--- src/design/fighterPkg.sv ---
package fighterPkg;

    //////////////////////////////
    // Button and status types
    //////////////////////////////

    // Step code used by the combo sequences
    typedef enum logic [1:0] {
        dirUp    = 2'd0,
        dirDown  = 2'd1,
        dirLeft  = 2'd2,
        dirRight = 2'd3
    } direction_t;

    // Raw or debounced push buttons
    typedef struct packed {
        logic up;
        logic down;
        logic left;
        logic right;
        logic attack;
        logic block;
    } buttonState_t;

    // Reported by the game state
    typedef struct packed {
        logic isCrouched;
        logic isInAir;
        logic isStunned;
        logic isPerformingAttackAnimation;
    } fighterStatus_t;

    typedef struct packed {
        logic       left;
        logic       right;
        logic       up;
        logic       down;
        logic [1:0] attack;
    } botCommand_t;

    // One-cycle success pulses
    typedef struct packed {
        logic special;
        logic superSpecial;
    } comboFlags_t;

    typedef struct packed {
        logic       isCrouching;
        logic       movingLeft;
        logic       movingRight;
        logic       isJumping;
        logic       isBlocking;
        logic [1:0] comboMove;
    } actionOutput_t;

    localparam int BUTTON_COUNT = $bits(buttonState_t);

    //////////////////////////////
    // Attack codes
    //////////////////////////////

    localparam logic [1:0] ATTACK_NONE    = 2'd0;
    localparam logic [1:0] ATTACK_NORMAL  = 2'd1;
    localparam logic [1:0] ATTACK_SPECIAL = 2'd2;
    localparam logic [1:0] ATTACK_SUPER   = 2'd3;

    //////////////////////////////
    // Timing
    //////////////////////////////

    localparam int DEBOUNCE_CYCLES      = 4;
    localparam int DEBOUNCE_COUNT_WIDTH = $clog2(DEBOUNCE_CYCLES);

    // Max cycles between two consecutive combo steps
    localparam int COMBO_WINDOW      = 16;
    localparam int COMBO_COUNT_WIDTH = $clog2(COMBO_WINDOW + 1);

    // Direction steps only, attack closes every combo
    localparam int SPECIAL_LENGTH = 3;
    localparam direction_t [0:SPECIAL_LENGTH-1] SPECIAL_SEQUENCE =
        '{dirLeft, dirDown, dirRight};

    localparam int SUPER_LENGTH = 8;
    localparam direction_t [0:SUPER_LENGTH-1] SUPER_SEQUENCE =
        '{dirUp, dirUp, dirDown, dirDown, dirLeft, dirRight, dirLeft, dirRight};

    //////////////////////////////
    // Computer opponent
    //////////////////////////////

    localparam int MOVE_PERIOD        = 22;
    localparam int MOVE_COUNT_WIDTH   = $clog2(MOVE_PERIOD);
    localparam int HEALTH_THRESHOLD   = 154;
    localparam int ATTACK_PERIOD_HIGH = 7;
    localparam int ATTACK_PERIOD_LOW  = 3;
    localparam int ATTACK_COUNT_WIDTH = $clog2(ATTACK_PERIOD_HIGH);

    // Random thresholds, a value strictly above the limit selects the action
    localparam int RANDOM_LEFT_LIMIT    = 15;
    localparam int RANDOM_SUPER_VALUE   = 30;
    localparam int RANDOM_SPECIAL_LIMIT = 26;
    localparam int RANDOM_NORMAL_LIMIT  = 6;
    localparam int RANDOM_JUMP_LIMIT    = 28;
    localparam int RANDOM_CROUCH_LIMIT  = 29;

endpackage

--- src/design/buttonDebouncer.sv ---
`timescale 1ns/10ps

module buttonDebouncer import fighterPkg::*; (
    input  logic         clk,
    input  logic         reset,
    input  buttonState_t raw,
    output buttonState_t debounced
);

    logic [BUTTON_COUNT-1:0]         rawBits;
    logic [BUTTON_COUNT-1:0]         levelBits;
    logic [DEBOUNCE_COUNT_WIDTH-1:0] stableCount [BUTTON_COUNT];

    assign rawBits   = raw;
    assign debounced = levelBits;

    //////////////////////////////
    // Per-button stability counters
    //////////////////////////////

    always_ff @(posedge clk) begin
        if (reset) begin
            levelBits <= '0;
            for (int i = 0; i < BUTTON_COUNT; i++) begin
                stableCount[i] <= '0;
            end
        end else begin
            for (int i = 0; i < BUTTON_COUNT; i++) begin
                if (rawBits[i] == levelBits[i]) begin
                    // Raw agrees with the level
                    stableCount[i] <= '0;
                end else if (stableCount[i] == DEBOUNCE_COUNT_WIDTH'(DEBOUNCE_CYCLES - 1)) begin
                    // Enough equal samples in a row
                    levelBits[i]   <= rawBits[i];
                    stableCount[i] <= '0;
                end else begin
                    stableCount[i] <= stableCount[i] + 1'b1;
                end
            end
        end
    end

endmodule

--- src/design/comboDetector.sv ---
`timescale 1ns/10ps

module comboDetector import fighterPkg::*; #(
    parameter int SEQ_LENGTH = SPECIAL_LENGTH,
    parameter direction_t [0:SEQ_LENGTH-1] SEQUENCE = SPECIAL_SEQUENCE
) (
    input  logic         clk,
    input  logic         reset,
    input  buttonState_t debounced,
    output logic         success
);

    buttonState_t                    prevLevels;
    buttonState_t                    pressEvent;
    logic                            dirEvent;
    direction_t                      dirCode;
    logic [$clog2(SEQ_LENGTH+1)-1:0] stepIndex;
    logic [$clog2(SEQ_LENGTH+1)-1:0] baseIndex;
    logic [COMBO_COUNT_WIDTH-1:0]    windowCount;
    logic                            windowExpired;
    logic                            stepMatch;

    //////////////////////////////
    // Press events
    //////////////////////////////

    always_ff @(posedge clk) begin
        if (reset) begin
            prevLevels <= '0;
            pressEvent <= '0;
        end else begin
            prevLevels <= debounced;
            pressEvent <= debounced & ~prevLevels;
        end
    end

    // Only one direction per cycle, up wins
    always_comb begin
        dirEvent = pressEvent.up | pressEvent.down | pressEvent.left | pressEvent.right;
        if (pressEvent.up) begin
            dirCode = dirUp;
        end else if (pressEvent.down) begin
            dirCode = dirDown;
        end else if (pressEvent.left) begin
            dirCode = dirLeft;
        end else begin
            dirCode = dirRight;
        end
    end

    //////////////////////////////
    // Sequence matcher
    //////////////////////////////

    // An expired window acts as if the match had already restarted
    always_comb begin
        windowExpired = (stepIndex != '0) && (windowCount == COMBO_COUNT_WIDTH'(COMBO_WINDOW));
        baseIndex     = windowExpired ? '0 : stepIndex;
        stepMatch     = (baseIndex < SEQ_LENGTH) && (SEQUENCE[baseIndex] == dirCode);
    end

    always_ff @(posedge clk) begin
        if (reset) begin
            stepIndex   <= '0;
            windowCount <= '0;
            success     <= 1'b0;
        end else begin
            success <= 1'b0;
            if (dirEvent) begin
                windowCount <= '0;
                if (stepMatch) begin
                    stepIndex <= baseIndex + 1'b1;
                end else if (dirCode == SEQUENCE[0]) begin
                    stepIndex <= 1'b1;
                end else begin
                    stepIndex <= '0;
                end
            end else if (pressEvent.attack) begin
                // Attack closes the sequence either way
                success     <= (baseIndex == SEQ_LENGTH);
                stepIndex   <= '0;
                windowCount <= '0;
            end else if (windowExpired) begin
                stepIndex   <= '0;
                windowCount <= '0;
            end else if (stepIndex != '0) begin
                windowCount <= windowCount + 1'b1;
            end
        end
    end

endmodule

--- src/design/botController.sv ---
`timescale 1ns/10ps

module botController import fighterPkg::*; (
    input  logic        clk,
    input  logic        reset,
    input  logic        gameTick,
    input  logic        bypass,
    input  logic [4:0]  random5bit,
    input  logic [7:0]  health,
    output botCommand_t command
);

    logic [MOVE_COUNT_WIDTH-1:0]   moveCount;
    logic [ATTACK_COUNT_WIDTH-1:0] attackCount;
    logic [ATTACK_COUNT_WIDTH-1:0] attackLast;
    logic                          tickActive;
    logic                          moveWrap;
    logic                          attackWrap;
    logic [1:0]                    attackChoice;

    //////////////////////////////
    // Tick counters
    //////////////////////////////

    always_comb begin
        tickActive = gameTick && bypass;
        // Low health makes the bot attack more often
        attackLast = (health > 8'(HEALTH_THRESHOLD)) ?
                     ATTACK_COUNT_WIDTH'(ATTACK_PERIOD_HIGH - 1) :
                     ATTACK_COUNT_WIDTH'(ATTACK_PERIOD_LOW - 1);
        moveWrap   = (moveCount == MOVE_COUNT_WIDTH'(MOVE_PERIOD - 1));
        // Greater or equal so a period drop mid count still wraps
        attackWrap = (attackCount >= attackLast);
    end

    // Attack strength from the random value
    always_comb begin
        if (random5bit == 5'(RANDOM_SUPER_VALUE)) begin
            attackChoice = ATTACK_SUPER;
        end else if (random5bit > 5'(RANDOM_SPECIAL_LIMIT)) begin
            attackChoice = ATTACK_SPECIAL;
        end else if (random5bit > 5'(RANDOM_NORMAL_LIMIT)) begin
            attackChoice = ATTACK_NORMAL;
        end else begin
            attackChoice = ATTACK_NONE;
        end
    end

    always_ff @(posedge clk) begin
        if (reset) begin
            moveCount   <= '0;
            attackCount <= '0;
            command     <= '0;
        end else if (tickActive) begin
            moveCount   <= moveWrap ? '0 : moveCount + 1'b1;
            attackCount <= attackWrap ? '0 : attackCount + 1'b1;
            if (moveWrap) begin
                command.left  <= (random5bit > 5'(RANDOM_LEFT_LIMIT));
                command.right <= !(random5bit > 5'(RANDOM_LEFT_LIMIT));
            end
            // Jump and crouch go with attacks so the bot does not hop every move
            if (attackWrap) begin
                command.attack <= attackChoice;
                command.up     <= (random5bit > 5'(RANDOM_JUMP_LIMIT));
                command.down   <= (random5bit > 5'(RANDOM_CROUCH_LIMIT));
            end
        end
    end

endmodule

--- src/design/actionArbiter.sv ---
`timescale 1ns/10ps

module actionArbiter import fighterPkg::*; (
    input  logic           clk,
    input  logic           reset,
    input  logic           bypass,
    input  buttonState_t   debounced,
    input  comboFlags_t    combos,
    input  botCommand_t    command,
    input  fighterStatus_t status,
    output actionOutput_t  action
);

    logic          canAct;
    logic          canMoveVertical;
    actionOutput_t nextAction;

    //////////////////////////////
    // Status gating
    //////////////////////////////

    always_comb begin
        canAct          = !(status.isStunned || status.isPerformingAttackAnimation);
        canMoveVertical = canAct && !(status.isInAir || status.isCrouched);
    end

    always_comb begin
        nextAction = '0;
        if (bypass) begin
            // Bot drives, no blocking
            nextAction.movingLeft  = canAct && command.left;
            nextAction.movingRight = canAct && command.right;
            nextAction.isJumping   = canMoveVertical && command.up;
            nextAction.isCrouching = canMoveVertical && command.down;
            nextAction.isBlocking  = 1'b0;
            nextAction.comboMove   = command.attack;
        end else begin
            nextAction.movingLeft  = canAct && debounced.left;
            nextAction.movingRight = canAct && debounced.right;
            nextAction.isJumping   = canMoveVertical && debounced.up;
            nextAction.isCrouching = canMoveVertical && debounced.down;
            nextAction.isBlocking  = canAct && debounced.block;
            // Stronger attack always wins
            if (!canAct) begin
                nextAction.comboMove = ATTACK_NONE;
            end else if (combos.superSpecial) begin
                nextAction.comboMove = ATTACK_SUPER;
            end else if (combos.special) begin
                nextAction.comboMove = ATTACK_SPECIAL;
            end else if (debounced.attack) begin
                nextAction.comboMove = ATTACK_NORMAL;
            end else begin
                nextAction.comboMove = ATTACK_NONE;
            end
        end
    end

    always_ff @(posedge clk) begin
        if (reset) begin
            action <= '0;
        end else begin
            action <= nextAction;
        end
    end

endmodule

--- src/design/fighterControlTop.sv ---
`timescale 1ns/10ps

module fighterControlTop import fighterPkg::*; (
    input  logic           clk,
    input  logic           reset,
    input  buttonState_t   buttonsRaw,
    input  fighterStatus_t status,
    input  logic [7:0]     health,
    input  logic           bypass,
    input  logic           gameTick,
    input  logic [4:0]     random5bit,
    output actionOutput_t  action
);

    buttonState_t debounced;
    comboFlags_t  combos;
    botCommand_t  command;

    //////////////////////////////
    // Player input path
    //////////////////////////////

    buttonDebouncer debouncer (
        .clk       (clk),
        .reset     (reset),
        .raw       (buttonsRaw),
        .debounced (debounced)
    );

    // Left, down, right, attack
    comboDetector #(
        .SEQ_LENGTH (SPECIAL_LENGTH),
        .SEQUENCE   (SPECIAL_SEQUENCE)
    ) specialDetector (
        .clk       (clk),
        .reset     (reset),
        .debounced (debounced),
        .success   (combos.special)
    );

    // Konami directions, then attack
    comboDetector #(
        .SEQ_LENGTH (SUPER_LENGTH),
        .SEQUENCE   (SUPER_SEQUENCE)
    ) superDetector (
        .clk       (clk),
        .reset     (reset),
        .debounced (debounced),
        .success   (combos.superSpecial)
    );

    //////////////////////////////
    // Bot and arbitration
    //////////////////////////////

    botController bot (
        .clk        (clk),
        .reset      (reset),
        .gameTick   (gameTick),
        .bypass     (bypass),
        .random5bit (random5bit),
        .health     (health),
        .command    (command)
    );

    actionArbiter arbiter (
        .clk       (clk),
        .reset     (reset),
        .bypass    (bypass),
        .debounced (debounced),
        .combos    (combos),
        .command   (command),
        .status    (status),
        .action    (action)
    );

endmodule

--- config.mk ---
export PLATFORM = sky130hd
export DESIGN_NAME = fighterControlTop
export DESIGN_NICKNAME = d
export VERILOG_FILES = /design/src/design/fighterPkg.sv /design/src/design/buttonDebouncer.sv /design/src/design/comboDetector.sv /design/src/design/botController.sv /design/src/design/actionArbiter.sv /design/src/design/fighterControlTop.sv
export SDC_FILE = /design/constraint.sdc
export NUM_CORES = 1
export LEC_CHECK = 0
export ABC_AREA = 0
export BUFFER_PORTS_ARGS = -buffer_cell sky130_fd_sc_hd__buf_4
export CAP_MARGIN = 0
export CORE_UTILIZATION = 65
export CTS_BUF_LIST = sky130_fd_sc_hd__clkbuf_2
export DETAILED_ROUTE_END_ITERATION = 10
export GPL_TIMING_DRIVEN = 0
export PLACE_DENSITY = 0.87
export SLEW_MARGIN = 20
export SYNTH_ARGS = -nofsm -noshare
export SYNTH_HDL_FRONTEND = slang
export SYNTH_SLANG_ARGS = --single-unit
--- constraint.sdc ---
create_clock -name clk -period 3.1 [get_ports clk]
set_input_delay 0.155 -clock clk [delete_from_list [all_inputs] [get_ports clk]]
set_output_delay 0.155 -clock clk [all_outputs]
set_load 0.05 [all_outputs]
==> results.txt <==
The required time of the critical path is approximately 3600 ps. The combined area of the multi-input logic cells came out at about 0.0015 mm². After synthesis the netlist holds a flip-flop and latch count of 67. The number of vias per cell after detailed routing is between 5 and 6. The total iterations of the first detailed-routing run is 4. The total placed instance area came out at roughly 0.0033 mm².

The mean instance size in the synthesized netlist is between 9 and 10 µm². Power spread over the standard cell area amounts to 435 mW/mm². The count of flip-flops with a built-in enable after synthesis is 12. The antenna diode count is 0. The initial antenna violation count is 0.

By area the synthesized netlist is led by sky130_fd_sc_hd__dfxtp_1 (37%), sky130_fd_sc_hd__edfxtp_1 (12%), sky130_fd_sc_hd__nor2_1 (7.2%), sky130_fd_sc_hd__ha_1 (6.7%), sky130_fd_sc_hd__mux2i_1 (3.7%). Among the stages of the critical path, the cell type that occurs most often is sky130_fd_sc_hd__dlygate4sd3_1. The global-route usage over all layers came out at between 20 and 30%. Of all nets on the critical path, the largest fanout is 10. The number of filler instances in the final layout came out at between 200 and 300.

The final critical path time including I/O delays and setup is roughly 2000 ps. Summing over every cut layer, the via total after detailed routing is 2343. The final hold violation count came out at 0. The worst endpoint data arrival time is about 2500 ps. The most common cell in the synthesized netlist is sky130_fd_sc_hd__nor2_1. The worst hold path belongs to the class input port to flop.

The floorplan die width is about 70 µm. The register cell area after layout is around 0.0015 mm². The transition time at the pin with the least slew margin is roughly 570 ps. The sink count of the clock tree is between 60 and 70. In this run the deepest clock path goes through 2 buffers.

The root buffer cell chosen for the clock tree is sky130_fd_sc_hd__clkbuf_2. The clock share of power came out at between 30% and 40%. The fraction of final layout cells with drive strength greater than 1 came out at ~15%. The clock tree from TritonCTS is built.

Counting instances in the post-synthesis netlist gives the leading cell types as sky130_fd_sc_hd__nor2_1 (57), sky130_fd_sc_hd__dfxtp_1 (55), sky130_fd_sc_hd__nand2_1 (18). Port buffering added 32 buffers. The longest individual stage delay on the worst path is ~580 ps. The floorplan step defined a die boundary enclosing 0.00485 mm². The cell internal power dissipation is between 1 and 1.5 mW. The share of synthesized area in the top cell type comes to a little under two fifths. The proportion of register bits with asynchronous set or reset after synthesis came out at 0%. The cell count after synthesis came out at 308. The depth of the CTS H-tree came out at 3. The cell family contributing the most delay on the critical path is buffers and inverters. The buffers inserted during post-CTS setup optimization came out at 0. The most used flip-flop cell after synthesis is sky130_fd_sc_hd__dfxtp_1. The first global-routing pass estimated 9770 µm of wire. The largest individual stage delay along the critical path comes from the cell sky130_fd_sc_hd__dlygate4sd3_1. The cell area after synthesis is roughly 0.003 mm². Summed over all cells, the static leakage comes to around 1.5 nW.

The number of nets in the final layout is 420. The relative slew slack is 61.5%. The number of DRC violations after detailed routing came out at 0. The share of total power in sequential cells came out at between 50% and 60%. The weighted congestion reported at the end of routability-driven placement came out at around 0.86.

Walking the worst path, the cells encountered are dlygate4sd3_1 -> buf_4 -> clkbuf_1 -> or3_1 -> nor4_1 -> dlygate4sd3_1. The clock latency on the worst-skew pair came out at roughly 490 ps. The portion of the post-synthesis area used by sequential elements came out at 49.2%.

The combinational share of power came out at ~9.2%. The total non-filler cell area in the finished layout is 0.00357 mm². The worst setup path is captured at a flop. The setup-violating endpoint count in the final report came out at 0.

The post-route fraction of the period consumed by the critical path came out at approximately 65%. The number of max-slew violations in the final report is 0. The DRC marker count from the first detailed-route iteration is 78.

The standard-cell row count came out at 24. The setup slack on the worst flop-to-flop path came out at around 1200 ps. The synthesis-to-layout area growth came out at 20.2%. The total CTS buffers came out at 9. Static timing analysis puts the maximum clock frequency at between 400 and 500 MHz. The proportion of total power due to net switching is 24.5%.

The net switching power came out at around 0.38 mW. The remaining global-route overflow is 0. In the final routed layout, each cell accounts on average for 13.2 µm.

The worst clock skew is around 20 ps. Setup repair after global routing left no endpoint under its margin. The placeable core area came out at between 0.004 and 0.005 mm². The routed design has 5720 µm of wire.

The vertical die dimension came out at 69.6 µm. The tool flagged a number of max-cap violations equal to 0. The worst setup path is of the input port to flop kind. The library cell with the largest summed area after synthesis is sky130_fd_sc_hd__dfxtp_1.

The run finished with clean final reports. For this configuration, the core starts out at a cell density of 67.8%. The number of top-level pins came out at 34. The critical path launch point type is an input port.

The register clock-pin slew on the reported worst setup and hold paths came out at between 150 and 200 ps. For the final routed database, the setup TNS stands at 0 ps. The final antenna-violating net count is 0. Detailed placement finished with a half-perimeter wire length of roughly 4100 µm.

The maximum number of pins on one net before global-route repair is 12. The number of global-route vias before repair came out at around 2300. The total buffers and inverters traversed by the critical path came out at 4.

Yosys printed 0 warnings. Across the VDD grid, the largest voltage drop is approximately 0.33 mV. The number of distinct standard cells referenced by the synthesized netlist came out at 46.
-- worst register-to-register path: stages, from the launching register on --
cell,delay (ps)
sky130_fd_sc_hd__dfxtp_1,360
sky130_fd_sc_hd__inv_1,90
sky130_fd_sc_hd__ha_1,160
sky130_fd_sc_hd__nand4bb_1,220
sky130_fd_sc_hd__and2_1,250
sky130_fd_sc_hd__ha_1,200
sky130_fd_sc_hd__nand2b_1,160
sky130_fd_sc_hd__a21oi_1,130
sky130_fd_sc_hd__nor2_1,50
sky130_fd_sc_hd__o31ai_1,240
-- power by group through the flow --
| stage | sequential (mW) | clock, mW | combinational (mW) |
|---|---|---|---|
| global route | 0.928 | 0.522 | 0.162 |
| detailed placement | 0.944 | 0 | 0.128 |
| global placement | 0.942 | 0 | 0.123 |
| CTS | 0.925 | 0.492 | 0.143 |
| finish | 0.925 | 0.485 | 0.143 |
| floorplan | 0.941 | 0 | 0.0780 |
-- metrics by stage --
step                      hold slack [ps]  setup slack, ps  util [%]  total power, mW  cells
after global placement                339             1110      75.7             1.07    403
after CTS                            33.3             1090      81.5             1.56    434
after global routing                 37.0              967      81.5             1.61    434
after floorplan                       233             1430         -             1.02    319
after detailed placement              349             1030      75.7             1.07    403
final                                41.4             1090      81.5             1.55    434
-- logic make-up (layout without fill, tap and decap cells) --
family                     Yosys count  after routing  share of synthesized area (%)
AOI/OAI and AO/OA                   36             36                           8.21
xor gates and xnor gates            22             22                           6.48
adders and majority gates           16             16                           6.73
buffers and inverters               25             88                           3.28
DFF                                 67             67                           49.2
muxes                               12             12                           4.08
other                                1             12                          0.126
and+or+nand+nor                    129            129                           21.9
-- final timing paths --
kind,startpoint,to,depth (start not counted)
hold reg to reg,specialDetector.prevLevels[5],specialDetector.pressEvent[5],1
setup reg to reg,specialDetector.windowCount[0],specialDetector.stepIndex[0],9
setup / recovery,reset,arbiter.action[3],6
hold / removal,random5bit[3],bot.command[0],4
-- flip-flops by register name, indices dropped and copies added (netlist names) --
register	count
specialDetector.pressEvent	5
specialDetector.success	1
superDetector.stepIndex	4
bot.attackCount	3
specialDetector.stepIndex	2
arbiter.action	7
bot.moveCount	5
specialDetector.prevLevels	5
superDetector.success	1
debouncer.debounced	6
specialDetector.windowCount	5
bot.command	6
superDetector.windowCount	5
debouncer.stableCount	12
-- metal layers --
layer,GRT usage [%],vias up,routed length (µm)
met3,4.94,9,155
met4,13.6,0,105
met2,45.7,31,2930
met1,29.4,1114,2530
met5,0,-,0
li1,-,1189,-
-- cell type report --
cell class,count,share of cell area [%]
buffer,8,0.946
clock buffer,12,1.68
clock inverter,4,1.19
inverter,17,1.79
multi-input combinational,227,40.7
sequential,67,40.9
tap,52,1.82
timing repair buffer,47,10.9
-- what timing repair did --
action | CTS | global route
resized for setup | 0 | 0
setup endpoints to repair | 0 | 0
hold endpoints to repair | 16 | 0
hold buffers | 15 | 0
-- cells in the final DEF, fill, tap and decap left out, types with 2 or more instances in the layout --
| cell | count |
|---|---|
| sky130_fd_sc_hd__nand2b_1 | 2 |
| sky130_fd_sc_hd__o2111ai_1 | 4 |
| sky130_fd_sc_hd__and2_1 | 3 |
| sky130_fd_sc_hd__nand4bb_1 | 2 |
| sky130_fd_sc_hd__dfxtp_1 | 55 |
| sky130_fd_sc_hd__clkinv_1 | 2 |
| sky130_fd_sc_hd__a31oi_1 | 2 |
| sky130_fd_sc_hd__dlygate4sd3_1 | 15 |
| sky130_fd_sc_hd__xnor2_1 | 11 |
| sky130_fd_sc_hd__a21oi_1 | 14 |
| sky130_fd_sc_hd__a211oi_1 | 3 |
| sky130_fd_sc_hd__clkbuf_1 | 5 |
| sky130_fd_sc_hd__o31ai_1 | 3 |
| sky130_fd_sc_hd__a311oi_1 | 2 |
| sky130_fd_sc_hd__mux2i_1 | 11 |
| sky130_fd_sc_hd__nor2b_1 | 10 |
| sky130_fd_sc_hd__edfxtp_1 | 12 |
| sky130_fd_sc_hd__buf_2 | 3 |
| sky130_fd_sc_hd__nor3_1 | 5 |
| sky130_fd_sc_hd__inv_1 | 17 |
| sky130_fd_sc_hd__nand2_1 | 18 |
| sky130_fd_sc_hd__o21ai_0 | 2 |
| sky130_fd_sc_hd__xor2_1 | 11 |
| sky130_fd_sc_hd__nand3b_1 | 2 |
| sky130_fd_sc_hd__or3_1 | 7 |
| sky130_fd_sc_hd__nand3_1 | 2 |
| sky130_fd_sc_hd__nor2_1 | 57 |
| sky130_fd_sc_hd__conb_1 | 12 |
| sky130_fd_sc_hd__ha_1 | 16 |
| sky130_fd_sc_hd__buf_4 | 32 |
| sky130_fd_sc_hd__clkbuf_2 | 12 |
| sky130_fd_sc_hd__nand4_1 | 6 |
| sky130_fd_sc_hd__nor4_1 | 5 |
Note: power is estimated with default switching activity, not from simulation.
